`config.mk`:
```
export PLATFORM = sky130hd
export DESIGN_NAME = raybox_top
export DESIGN_NICKNAME = d
export VERILOG_FILES = /design/src/raybox_pkg.sv /design/src/vga_timing.sv /design/src/spi_vector_rx.sv /design/src/pixel_composer.sv /design/src/raybox_top.sv
export VERILOG_INCLUDE_DIRS = /design/src
export SDC_FILE = /design/constraint.sdc
export NUM_CORES = 1
export LEC_CHECK = 0
export BUFFER_PORTS_ARGS = -buffer_cell sky130_fd_sc_hd__buf_4
export CAP_MARGIN = 20
export CORE_ASPECT_RATIO = 0.7
export CORE_MARGIN = 3
export CORE_UTILIZATION = 66
export DETAILED_ROUTE_END_ITERATION = 7
export HOLD_SLACK_MARGIN = 0.12
export PLACE_DENSITY = 0.84
export SETUP_SLACK_MARGIN = 0.3
export SKIP_LAST_GASP = 1
export SLEW_MARGIN = 20
export SYNTH_ARGS = -nofsm -noshare
export SYNTH_HDL_FRONTEND = slang
export SYNTH_SLANG_ARGS = --single-unit
```
`constraint.sdc`:
```
create_clock -name clk -period 2.9 [get_ports clk]
set_input_delay 0.58 -clock clk [delete_from_list [all_inputs] [get_ports clk]]
set_output_delay 0.58 -clock clk [all_outputs]
set_load 0.005 [all_outputs]
```
`src/raybox_defs.svh`:
```
/*
  Shared constants for the raybox display pipeline.
  Screen timing, the fixed-point format, map overlay geometry,
  SPI frame length and the player start position.
  Include in any file that needs one of these values.
*/
`ifndef RAYBOX_DEFS_SVH
`define RAYBOX_DEFS_SVH

// Horizontal timing in pixels
`define RB_H_VISIBLE        640
`define RB_H_SYNC_START     656
`define RB_H_SYNC_END       752
`define RB_H_TOTAL          800

// Vertical timing in lines
`define RB_V_VISIBLE        480
`define RB_V_SYNC_START     490
`define RB_V_SYNC_END       492
`define RB_V_TOTAL          525

// Ceiling above this line, floor from here down
`define RB_HALF_HEIGHT      240

// Q12.12 signed fixed point
`define RB_QM               12
`define RB_QN               12
`define RB_QMN              (`RB_QM + `RB_QN)

// 64x64 cell map, each cell drawn as 4x4 pixels plus a closing grid line
`define RB_MAP_SIZE_BITS    6
`define RB_MAP_SCALE        2
`define RB_MAP_OVERLAY_SIZE ((1 << (`RB_MAP_SCALE + `RB_MAP_SIZE_BITS)) + 1)

// playerX then playerY, 24 bits each
`define RB_SPI_FRAME_BITS   48

// Scan point where the position register takes the latest SPI frame
`define RB_LOAD_H           799
`define RB_LOAD_V           478

// Start position 32.5, 39.5 as raw Q12.12 words
`define RB_PLAYER_X_START   24'sh020800
`define RB_PLAYER_Y_START   24'sh027800

`endif

```
`src/raybox_pkg.sv`:
```
/*
  Common types for the raybox display pipeline.
  Referenced with scoped names, e.g. raybox_pkg::fixed_t.
  Widths come from the shared defines header.
*/
`include "raybox_defs.svh"

package raybox_pkg;

    // Player coordinate in Q12.12
    // Integer part in the top 12 bits, fraction in the low 12
    typedef logic signed [`RB_QMN-1:0] fixed_t;

    // Scan counter value
    // Wide enough for 0..799 horizontally and 0..524 vertically
    typedef logic [9:0] scan_t;

    // One colour channel, 2 bits per colour gives 64 colours in total
    typedef logic [1:0] channel_t;

    // Map cell contents
    // 0 is empty floor, nonzero values are wall types
    typedef logic [1:0] map_val_t;

    // Map cell index along one axis, 0..63
    typedef logic [`RB_MAP_SIZE_BITS-1:0] map_coord_t;

endpackage

```
`src/vga_timing.sv`:
```
/*
  640x480 VGA scan generator.
  Advances one pixel per clock over an 800x525 frame and decodes
  sync, visible area and the per-frame position load point.
  Outputs are combinational from the counters.
*/
`include "raybox_defs.svh"

module vga_timing (
    input  logic              clk,
    input  logic              reset,
    output raybox_pkg::scan_t o_scan_h,
    output raybox_pkg::scan_t o_scan_v,
    output logic              o_hsync,
    output logic              o_vsync,
    output logic              o_visible,
    output logic              o_load_point
);

    raybox_pkg::scan_t h;
    raybox_pkg::scan_t v;

    logic h_last;
    logic v_last;

    assign h_last = (h == raybox_pkg::scan_t'(`RB_H_TOTAL - 1));
    assign v_last = (v == raybox_pkg::scan_t'(`RB_V_TOTAL - 1));

    // Line counter steps only when the pixel counter wraps
    always_ff @(posedge clk) begin
        if (reset) begin
            h <= '0;
            v <= '0;
        end else if (h_last) begin
            h <= '0;
            v <= v_last ? '0 : v + 1'b1;
        end else begin
            h <= h + 1'b1;
        end
    end

    assign o_scan_h = h;
    assign o_scan_v = v;

    // Both sync pulses are active low
    assign o_hsync = ~((h >= raybox_pkg::scan_t'(`RB_H_SYNC_START)) &&
                       (h <  raybox_pkg::scan_t'(`RB_H_SYNC_END)));
    assign o_vsync = ~((v >= raybox_pkg::scan_t'(`RB_V_SYNC_START)) &&
                       (v <  raybox_pkg::scan_t'(`RB_V_SYNC_END)));

    assign o_visible = (h < raybox_pkg::scan_t'(`RB_H_VISIBLE)) &&
                       (v < raybox_pkg::scan_t'(`RB_V_VISIBLE));

    // Last pixel of line 478, well before the next frame starts
    assign o_load_point = (h == raybox_pkg::scan_t'(`RB_LOAD_H)) &&
                          (v == raybox_pkg::scan_t'(`RB_LOAD_V));

endmodule

```
`src/spi_vector_rx.sv`:
```
/*
  SPI mode 0 receiver for the player position.
  A 48-bit frame, MSB first, carries playerX then playerY.
  Complete frames wait in a ready register and reach the
  position outputs at the next scan load point.
*/
`include "raybox_defs.svh"

module spi_vector_rx (
    input  logic               clk,
    input  logic               reset,
    input  logic               i_sclk,
    input  logic               i_mosi,
    input  logic               i_ss_n,
    input  logic               i_load_point,
    output raybox_pkg::fixed_t o_player_x,
    output raybox_pkg::fixed_t o_player_y
);

    // Synchronisers
    // sclk and ss_n get a third stage for edge and level filtering
    logic [2:0] sclk_sync;
    logic [2:0] ss_sync;
    logic [1:0] mosi_sync;

    logic sclk_rise;
    logic ss_active;
    logic mosi;

    // Bit counter, 0..47
    logic [5:0] bit_count;
    logic       frame_end;

    // Earlier bits of the current frame, newest in bit 0
    logic [`RB_SPI_FRAME_BITS-2:0] spi_shift;
    logic [`RB_SPI_FRAME_BITS-1:0] spi_frame;

    raybox_pkg::fixed_t ready_x;
    raybox_pkg::fixed_t ready_y;
    raybox_pkg::fixed_t player_x;
    raybox_pkg::fixed_t player_y;

    always_ff @(posedge clk) begin
        if (reset) begin
            sclk_sync <= 3'b000;
            ss_sync   <= 3'b111;
            mosi_sync <= 2'b00;
        end else begin
            sclk_sync <= {sclk_sync[1:0], i_sclk};
            ss_sync   <= {ss_sync[1:0], i_ss_n};
            mosi_sync <= {mosi_sync[0], i_mosi};
        end
    end

    assign sclk_rise = (sclk_sync[2:1] == 2'b01);
    // Select counts only once both late stages agree it is low
    assign ss_active = ~ss_sync[2] & ~ss_sync[1];
    assign mosi      = mosi_sync[1];

    assign frame_end = (bit_count == 6'(`RB_SPI_FRAME_BITS - 1));
    // Full frame including the bit arriving this cycle
    assign spi_frame = {spi_shift, mosi};

    // Deselect throws away a partial frame
    always_ff @(posedge clk) begin
        if (reset || !ss_active) begin
            bit_count <= '0;
        end else if (sclk_rise) begin
            bit_count <= frame_end ? '0 : bit_count + 1'b1;
        end
    end

    always_ff @(posedge clk) begin
        if (ss_active && sclk_rise) begin
            spi_shift <= spi_frame[`RB_SPI_FRAME_BITS-2:0];
        end
    end

    // Last bit in, so the frame goes straight to the ready register
    // A newer frame simply overwrites one still waiting
    always_ff @(posedge clk) begin
        if (reset) begin
            ready_x <= `RB_PLAYER_X_START;
            ready_y <= `RB_PLAYER_Y_START;
        end else if (ss_active && sclk_rise && frame_end) begin
            ready_x <= spi_frame[`RB_SPI_FRAME_BITS-1 -: `RB_QMN];
            ready_y <= spi_frame[`RB_QMN-1:0];
        end
    end

    // Reloaded every frame, even when no new SPI frame arrived
    always_ff @(posedge clk) begin
        if (reset) begin
            player_x <= `RB_PLAYER_X_START;
            player_y <= `RB_PLAYER_Y_START;
        end else if (i_load_point) begin
            player_x <= ready_x;
            player_y <= ready_y;
        end
    end

    assign o_player_x = player_x;
    assign o_player_y = player_y;

endmodule

```
`src/pixel_composer.sv`:
```
/*
  Per-pixel colour for the current scan position.
  Draws the top-down map overlay with grid, player cell and player
  pixel over a ceiling and floor background, then registers the
  colours, blanks them outside the visible area and delays sync to match.
*/
`include "raybox_defs.svh"

module pixel_composer (
    input  logic                 clk,
    input  logic                 reset,
    input  logic                 i_show_map,
    input  raybox_pkg::scan_t    i_scan_h,
    input  raybox_pkg::scan_t    i_scan_v,
    input  logic                 i_visible,
    input  logic                 i_hsync,
    input  logic                 i_vsync,
    input  raybox_pkg::fixed_t   i_player_x,
    input  raybox_pkg::fixed_t   i_player_y,
    output raybox_pkg::channel_t o_red,
    output raybox_pkg::channel_t o_green,
    output raybox_pkg::channel_t o_blue,
    output logic                 o_hsync,
    output logic                 o_vsync
);

    // Map cell under the scan position
    raybox_pkg::map_coord_t map_col;
    raybox_pkg::map_coord_t map_row;
    raybox_pkg::map_val_t   map_val;

    // Player cell and sub-cell offset
    raybox_pkg::map_coord_t player_col;
    raybox_pkg::map_coord_t player_row;
    logic [`RB_MAP_SCALE-1:0] player_off_x;
    logic [`RB_MAP_SCALE-1:0] player_off_y;

    logic in_map_overlay;
    logic in_map_gridline;
    logic in_player_cell;
    logic in_player_pixel;
    logic on_edge;
    logic on_pillar;

    raybox_pkg::channel_t background;
    raybox_pkg::channel_t map_r;
    raybox_pkg::channel_t map_g;
    raybox_pkg::channel_t map_b;
    raybox_pkg::channel_t r;
    raybox_pkg::channel_t g;
    raybox_pkg::channel_t b;

    assign map_col = i_scan_h[`RB_MAP_SCALE +: `RB_MAP_SIZE_BITS];
    assign map_row = i_scan_v[`RB_MAP_SCALE +: `RB_MAP_SIZE_BITS];

    // Fixed map in place of a ROM
    // Walls all round the border, single pillars on an 8-cell pitch
    assign on_edge   = (map_col == '0) || (map_col == '1) ||
                       (map_row == '0) || (map_row == '1);
    assign on_pillar = (map_col[2:0] == 3'd4) && (map_row[2:0] == 3'd4);

    always_comb begin
        if (on_edge) begin
            map_val = 2'd3;
        end else if (on_pillar) begin
            map_val = 2'd1;
        end else begin
            map_val = 2'd0;
        end
    end

    // Value 3 is white, 1 is blue, 0 is black
    assign map_r = {2{map_val[1]}};
    assign map_g = {2{&map_val}};
    assign map_b = {2{map_val[0]}};

    // Low integer bits pick the cell, top fraction bits the pixel in it
    assign player_col   = i_player_x[`RB_QN +: `RB_MAP_SIZE_BITS];
    assign player_row   = i_player_y[`RB_QN +: `RB_MAP_SIZE_BITS];
    assign player_off_x = i_player_x[`RB_QN-1 -: `RB_MAP_SCALE];
    assign player_off_y = i_player_y[`RB_QN-1 -: `RB_MAP_SCALE];

    assign in_map_overlay  = i_show_map &&
                             (i_scan_h < raybox_pkg::scan_t'(`RB_MAP_OVERLAY_SIZE)) &&
                             (i_scan_v < raybox_pkg::scan_t'(`RB_MAP_OVERLAY_SIZE));
    assign in_map_gridline = in_map_overlay &&
                             ((i_scan_h[`RB_MAP_SCALE-1:0] == '0) ||
                              (i_scan_v[`RB_MAP_SCALE-1:0] == '0));
    // Grid lines inside the player cell stay dark blue
    assign in_player_cell  = in_map_overlay && !in_map_gridline &&
                             (player_col == map_col) && (player_row == map_row);
    // Player pixel shows even where it falls on a grid line
    assign in_player_pixel = in_map_overlay &&
                             (player_col == map_col) && (player_row == map_row) &&
                             (player_off_x == i_scan_h[`RB_MAP_SCALE-1:0]) &&
                             (player_off_y == i_scan_v[`RB_MAP_SCALE-1:0]);

    // Dark grey ceiling, light grey floor
    assign background = (i_scan_v < raybox_pkg::scan_t'(`RB_HALF_HEIGHT)) ? 2'b01 : 2'b10;

    // Highest priority first
    always_comb begin
        if (in_player_pixel) begin
            // Yellow
            r = 2'b11;
            g = 2'b11;
            b = 2'b00;
        end else if (in_player_cell) begin
            // Dark green
            r = 2'b00;
            g = 2'b01;
            b = 2'b00;
        end else if (in_map_gridline) begin
            // Dark blue
            r = 2'b00;
            g = 2'b00;
            b = 2'b01;
        end else if (in_map_overlay) begin
            r = map_r;
            g = map_g;
            b = map_b;
        end else begin
            r = background;
            g = background;
            b = background;
        end
    end

    // One register stage, sync delayed alongside so both stay aligned
    always_ff @(posedge clk) begin
        if (reset) begin
            o_red   <= '0;
            o_green <= '0;
            o_blue  <= '0;
            o_hsync <= 1'b1;
            o_vsync <= 1'b1;
        end else begin
            o_red   <= i_visible ? r : 2'b00;
            o_green <= i_visible ? g : 2'b00;
            o_blue  <= i_visible ? b : 2'b00;
            o_hsync <= i_hsync;
            o_vsync <= i_vsync;
        end
    end

endmodule

```
`src/raybox_top.sv`:
```
/*
  Raybox display top level.
  Scan timer and SPI position receiver run side by side and feed
  the pixel composer, which drives the VGA pins.
*/

module raybox_top (
    input  logic                 clk,
    input  logic                 reset,
    input  logic                 i_show_map,
    input  logic                 i_sclk,
    input  logic                 i_mosi,
    input  logic                 i_ss_n,
    output raybox_pkg::channel_t o_red,
    output raybox_pkg::channel_t o_green,
    output raybox_pkg::channel_t o_blue,
    output logic                 o_hsync,
    output logic                 o_vsync
);

    // Scan position and raw sync from the timer
    raybox_pkg::scan_t  scan_h;
    raybox_pkg::scan_t  scan_v;
    logic               hsync;
    logic               vsync;
    logic               visible;
    logic               load_point;

    // Position held for the current frame
    raybox_pkg::fixed_t player_x;
    raybox_pkg::fixed_t player_y;

    vga_timing u_vga_timing (
        .clk          (clk),
        .reset        (reset),
        .o_scan_h     (scan_h),
        .o_scan_v     (scan_v),
        .o_hsync      (hsync),
        .o_vsync      (vsync),
        .o_visible    (visible),
        .o_load_point (load_point)
    );

    spi_vector_rx u_spi_vector_rx (
        .clk          (clk),
        .reset        (reset),
        .i_sclk       (i_sclk),
        .i_mosi       (i_mosi),
        .i_ss_n       (i_ss_n),
        .i_load_point (load_point),
        .o_player_x   (player_x),
        .o_player_y   (player_y)
    );

    pixel_composer u_pixel_composer (
        .clk          (clk),
        .reset        (reset),
        .i_show_map   (i_show_map),
        .i_scan_h     (scan_h),
        .i_scan_v     (scan_v),
        .i_visible    (visible),
        .i_hsync      (hsync),
        .i_vsync      (vsync),
        .i_player_x   (player_x),
        .i_player_y   (player_y),
        .o_red        (o_red),
        .o_green      (o_green),
        .o_blue       (o_blue),
        .o_hsync      (o_hsync),
        .o_vsync      (o_vsync)
    );

endmodule

```
After elaboration in Yosys (flattened, before gate mapping)
Index checks and enable logic that the tools add are counted.
W data, S select, Z words.
Storage, ports and cells
  bits of input ports: 6
  output and inout port bits: 8
  logic and storage cells: 96
  register bits: 155
Operators by class
  $lt $le $gt $ge: 9
  multiplexer cells: 15
  equality and inequality tests: 13
  reductions and logical operators: 33
  bitwise operators: 6
  $add $sub $neg: 3
Operators by type and width (count)
  $lt A10 B9 Y1 const B: 4
  $mux W2: 11
  $add A10 B1 Y10 const B: 2
  $eq A10 B10 Y1 const B: 2
  $lt A10 B10 Y1 const B: 2
  $eq A6 B6 Y1 const B: 3
  $logic_and A1 B1 Y1: 17
  $eq A6 B6 Y1: 2
  $logic_not A6 Y1: 2
  $eq A10 B9 Y1 const B: 1
  $ge A10 B10 Y1 const B: 1
  $ge A10 B9 Y1 const B: 1
  $lt A10 B8 Y1 const B: 1
  $mux W10: 1
  $add A6 B1 Y6 const B: 1
  $eq A3 B3 Y1 const B: 2
  $mux W6: 1
  $logic_or A1 B1 Y1: 5
  $not A1 Y1: 5
  $reduce_or A5 Y1: 1
  $eq A2 B2 Y1: 2
  $logic_not A2 Y1: 2
  $reduce_or A2 Y1: 2
  $reduce_or A4 Y1: 1
  other kinds (5): 7

Depth between registers and ports, before layout
  depth after elaboration: 10
  mapped depth: 8
  mapped depth without buffers: 7

By module
A second synthesis with hierarchy kept.
Unflattened totals
  cells, all modules: 663
  area, all modules: 7450.9 um^2
Modules (own cells, without submodules)
  spi_vector_rx: instances 1, area an instance 5749.3 um^2, sequential area each 3613.5 um^2, cells each 463
  vga_timing: instances 1, area an instance 1051.0 um^2, sequential area each 400.4 um^2, cells each 126
  pixel_composer: instances 1, area an instance 650.6 um^2, sequential area each 140.1 um^2, cells each 74

Worst setup path after synthesis
No wires, ideal clock.
  path type: flip-flop to flip-flop
  start point: register u_spi_vector_rx.sclk_sync[1]
  end point: register u_spi_vector_rx.spi_shift[0], enable pin
  data arrival time: 1511 ps
  setup time: 402 ps
  data required time: 2498 ps
  stages on the path, launching flop included: 3
  slack: 986 ps
  buffers on the path: 0
  clock period less this slack: 1914 ps
  path through: dfxtp_1 > nor2b_4 > and2_1
Between the ends
  longest elaborated chain between the ends: 2
RTL lines
  from (decl): RTL line spi_vector_rx.sv:22  | logic [2:0] sclk_sync;
  from (signal assigned): RTL line spi_vector_rx.sv:49  | sclk_sync <= {sclk_sync[1:0], i_sclk};
  $eq A2 B1 Y1: RTL line spi_vector_rx.sv:55  | assign sclk_rise = (sclk_sync[2:1] == 2'b01);
  $logic_and A1 B1 Y1: RTL line spi_vector_rx.sv:74  | if (ss_active && sclk_rise) begin
  to (signal assigned): RTL line spi_vector_rx.sv:75  | spi_shift <= spi_frame[`RB_SPI_FRAME_BITS-2:0];
  to (decl): RTL line spi_vector_rx.sv:35  | logic [`RB_SPI_FRAME_BITS-2:0] spi_shift;
Every way passes these cells.
A chain may end at the register's enable or synchronous reset.

Final worst setup path
  start point: register u_vga_timing.h[0] (netlist: u_vga_timing.o_scan_h[0])
  end point: register u_spi_vector_rx.player_x[17] (netlist: u_spi_vector_rx.o_player_x[17])
Between the ends
  longest elaborated chain between the ends: 2
RTL lines
  from (decl): RTL line vga_timing.sv:20  | raybox_pkg::scan_t h;
  from (signal assigned): RTL line vga_timing.sv:38  | h <= h + 1'b1;
  $eq A10 B10 Y1: RTL line vga_timing.sv:55  | assign o_load_point = (h == raybox_pkg::scan_t'(`RB_LOAD_H)) &&
  $logic_and A1 B1 Y1: RTL line vga_timing.sv:55
  to (signal assigned): RTL line spi_vector_rx.sv:94  | player_x <= `RB_PLAYER_X_START;
  to (signal assigned): RTL line spi_vector_rx.sv:97  | player_x <= ready_x;
  to (decl): RTL line spi_vector_rx.sv:40  | raybox_pkg::fixed_t player_x;
Every way passes these cells.

==> summary by stage <==
STA
The worst hold slack is 0.2622 ns. Timing would allow up to 0.4568 GHz. The final hold violation count is 0. For the pin with the worst max-slew slack, the measured transition is 0.8218 ns. Setup repair after global routing left no endpoint under its margin. The final critical-path required period is 2.189 ns.

The worst path uses 75.49% of the clock period. The max-slew violation count is 0. Setup total negative slack on the finished layout was measured at 0 ns. On the final layout, the worst clock skew is 0.008485 ns. In this run the tightest slew margin relative to its limit is 45.17%. Setup violations remaining at the end of the flow were counted as 0.

Clocking
The library cell used as clock root buffer is clkbuf_8. The CTS tree is built. The H-tree was split into 4 levels. The post-CTS setup buffer count is 0. The clock passes through at most 2 buffers. The number of buffers inserted for hold repair after clock tree synthesis is 0.

TritonCTS created 17 clock buffers. The count of instances resized after the clock tree is built is 0. The clock latency on the worst-skew pair is 0.52 ns. The clock transition at the registers of the reported paths is 0.05 ns. The number of sinks handled by clock tree synthesis is 114.

Global route
The total overflow left after global routing is 0. Entering global routing, the biggest net connects 51 pins. The initial antenna violation count came to 0. The total routing resource utilization after global routing is 24.12%. The global-route wire length before repair is 14260 µm. The number of global-route vias before repair is 2811.

Routing
The final routed DRC violation total is 0. Detailed routing inserted a total of 2939 vias. The routed wire length is 8646 µm.

The detailed router finished its first iteration with 206 violations. The length of the first detailed-routing pass in iterations is 5. Dividing the detail-routed via count by the number of cells gives 5.797. The antenna violation net count after detailed routing is 0.

The post-detailed-route wirelength per cell is 17.05 µm.

Critical path
The worst setup path category is flop to flop. The signal on the critical path passes through ha_1, and4_4, and4_1, nand4_4, a211o_1. STA classifies the critical path endpoint as a flop.

In this run the worst setup path begins at u_vga_timing.o_scan_h[0]$_SDFF_PP0_. The data arrival time at the worst-slack endpoint is 2.58 ns. The maximum single-stage delay on the critical path is 0.43 ns. The worst register-to-register path begins at u_vga_timing.o_scan_h[0]$_SDFF_PP0_.

The critical path's slowest cell is dfxtp_1. The worst register-to-register path has a setup slack of 0.71 ns. The number of buffers and inverters on the critical path is 0.

The maximum fanout along the worst path is 22. STA classifies the critical path startpoint as a flop. The kind of cell with the highest combined delay on the critical path is simple AND/OR/NAND/NOR gates. The worst path required time is 3.29 ns.

Floorplanning
The horizontal die dimension is 105.4 µm. The number of standard-cell rows in the floorplan is 24. The vertical die dimension is 75.56 µm. After floorplanning, the core was sized to cover 6456 µm².

The effective utilization at floorplan is 70.66%. In this run the count of I/O pins placed on the die edge is 14. The area enclosed by the die boundary is 7962 µm².

Synth
The synthesized netlist occupies a cell area of 4562 µm². The number of flops mapped to enable cells by yosys is 41. After technology mapping, the gate count stands at 390. The post-synthesis cell type count is 50. The number of storage elements in the synthesis netlist is 114. By count the netlist is led by dfxtp_1, nor2_1, edfxtp_1. The top cell type by area accounts for 32.04% of the synthesized area. By area the synthesized netlist is led by dfxtp_1, edfxtp_1, mux2i_1. During synthesis, Yosys emitted a total of 0 warnings.

The cell accounting for the most synthesized area is dfxtp_1. The number of nets handed over by synthesis was 403. For this run, the leading register cell type out of synthesis is dfxtp_1. The sequential area share after synthesis is 59.02%.

Among all cell types in the netlist, the one instantiated most often is dfxtp_1. Counting flops with an async set or reset pin after synthesis yields a share of 0%. The post-synthesis area per instance is 11.70 µm².

Worst hold path
The class of the tightest hold or removal check is input port to flop. The startpoint of the worst hold path is i_ss_n.

Power and ir drop
The fraction of power spent switching nets is 18.63%. The cell internal power dissipation is 3.078 mW. The fraction of power consumed by sequential logic is 44.1%. The total chip power is 3.783 mW. VDD sags by at most 0.8045 mV.

The power density over cell area is 722.5 nW/µm². Combinational cells account for 1.5% of the total power. The share of power burned in the clock network is 54.4%. For this design the static power due to leakage is 2.063 nW.

The analysis attributes to net switching a power of 0.7047 mW.

Layout
For this run, the share of the core covered by cells in the final layout is 81.10%. The number of nets in the final layout is 416. In the final layout, the share of cells above drive strength 1 is 13.70%.

Compared with the post-synthesis result, the final layout area differs by 14.78%. The count of antenna diodes in the layout is 0.

Placed design
The final weighted congestion in routability-driven placement is 0.8502. Once detailed placement completed, the half-perimeter wirelength came to 5321 µm. Input and output buffers added on the ports amount to 13.

Run
The tool flagged a number of max-cap violations equal to 0.

Run status
The run finished with clean final reports.
## sequential cells by signal (all words and copies together), names as in the netlist, 3 cells and up
name / cells
u_vga_timing.o_scan_h: 10
u_spi_vector_rx.ss_sync: 3
u_spi_vector_rx.sclk_sync: 3
u_spi_vector_rx.bit_count: 6
u_spi_vector_rx.o_player_x: 8
u_spi_vector_rx.ready_x: 8
u_spi_vector_rx.spi_shift: 41
u_spi_vector_rx.o_player_y: 8
u_spi_vector_rx.ready_y: 8
u_vga_timing.o_scan_v: 10
## layer usage
| layer | up-vias | wire length (µm) | global-route usage (%) |
|---|---|---|---|
| li1 | 1388 | - | - |
| met2 | 115 | 3842 | 35.17 |
| met3 | 30 | 625 | 6.859 |
| met5 | - | 0 | 0 |
| met1 | 1406 | 3910 | 32.57 |
| met4 | 0 | 268 | 14.85 |
## layout make-up
| type | count | area (µm²) |
|---|---|---|
| flip-flops and latches | 114 | 2693 |
| multi-input cells | 240 | 1660 |
| fillers | 370 | 1220 |
| clock buffers | 26 | 488.0 |
| repair buffers | 17 | 127.6 |
| well taps | 91 | 113.9 |
| clock inverters | 6 | 105.1 |
| inverters | 13 | 48.80 |
## layout by cell type, fill, tap and decap left out, types with 2 or more instances in the layout
master / n
clkinv_2: 3
nor4_1: 6
nand2_1: 21
xnor2_1: 13
nor2_1: 48
dfxtp_1: 73
and2_1: 3
clkbuf_16: 16
o211ai_1: 4
and3_1: 4
a31oi_1: 2
nand3_1: 11
clkbuf_1: 5
ha_1: 7
and4_1: 4
inv_1: 13
nand3b_1: 2
mux2i_1: 21
a211o_1: 9
or2_2: 4
nor3_4: 2
xor2_1: 24
nor2b_1: 10
clkbuf_8: 5
buf_4: 17
a21oi_1: 5
nor3_1: 12
bufinv_16: 3
edfxtp_1: 41
nand4_1: 6
nor4_2: 2
## kinds of logic (layout without fill, tap and decap cells)
| family | count (synthesis) | after routing | synth area share (%) |
|---|---|---|---|
| xor+xnor | 37 | 37 | 7.104 |
| compound gates | 30 | 30 | 5.019 |
| buf+inv | 36 | 62 | 4.580 |
| mux | 21 | 21 | 4.608 |
| flops | 114 | 114 | 59.02 |
| simple gates | 145 | 145 | 17.75 |
| fa+ha+maj | 7 | 7 | 1.920 |
## through the flow
step	cells	setup slack, ns	area (µm²)
CTS	507	0.7232	5236
global placement	475	0.8535	4643
global route	507	0.6086	5236
detailed placement	475	0.7625	4643
floorplan	390	0.9862	4562
finish	507	0.7108	5236
## final timing paths
check | cells past startpoint | end
worst min-delay path | 2 | u_spi_vector_rx.ss_sync[0]$_SDFF_PP1_
worst max register to register | 5 | u_spi_vector_rx.o_player_x[17]$_SDFFE_PP1P_
worst max-delay path | 5 | u_spi_vector_rx.o_player_x[17]$_SDFFE_PP1P_
worst min register to register | 0 | u_spi_vector_rx.spi_shift[0]$_DFFE_PP_
## worst register-to-register path: cells and delay by family, from the launching register on
kind,cells,cell delay [ns]
and+or+nand+nor,3,0.97
DFF,1,0.43
adders and majority gates,1,0.24
AOI/OAI and AO/OA,1,0.44
## power groups by stage
| stage | combinational, mW | sequential, mW | clock (mW) |
|---|---|---|---|
| after floorplan | 0.0407 | 1.70 | 0 |
| after global routing | 0.0641 | 1.67 | 2.16 |
| after global placement | 0.0555 | 1.70 | 0 |
| final | 0.0577 | 1.67 | 2.06 |
| after CTS | 0.0586 | 1.67 | 2.08 |
| after detailed placement | 0.0573 | 1.70 | 0 |
Note: power is estimated with default switching activity, not from simulation.
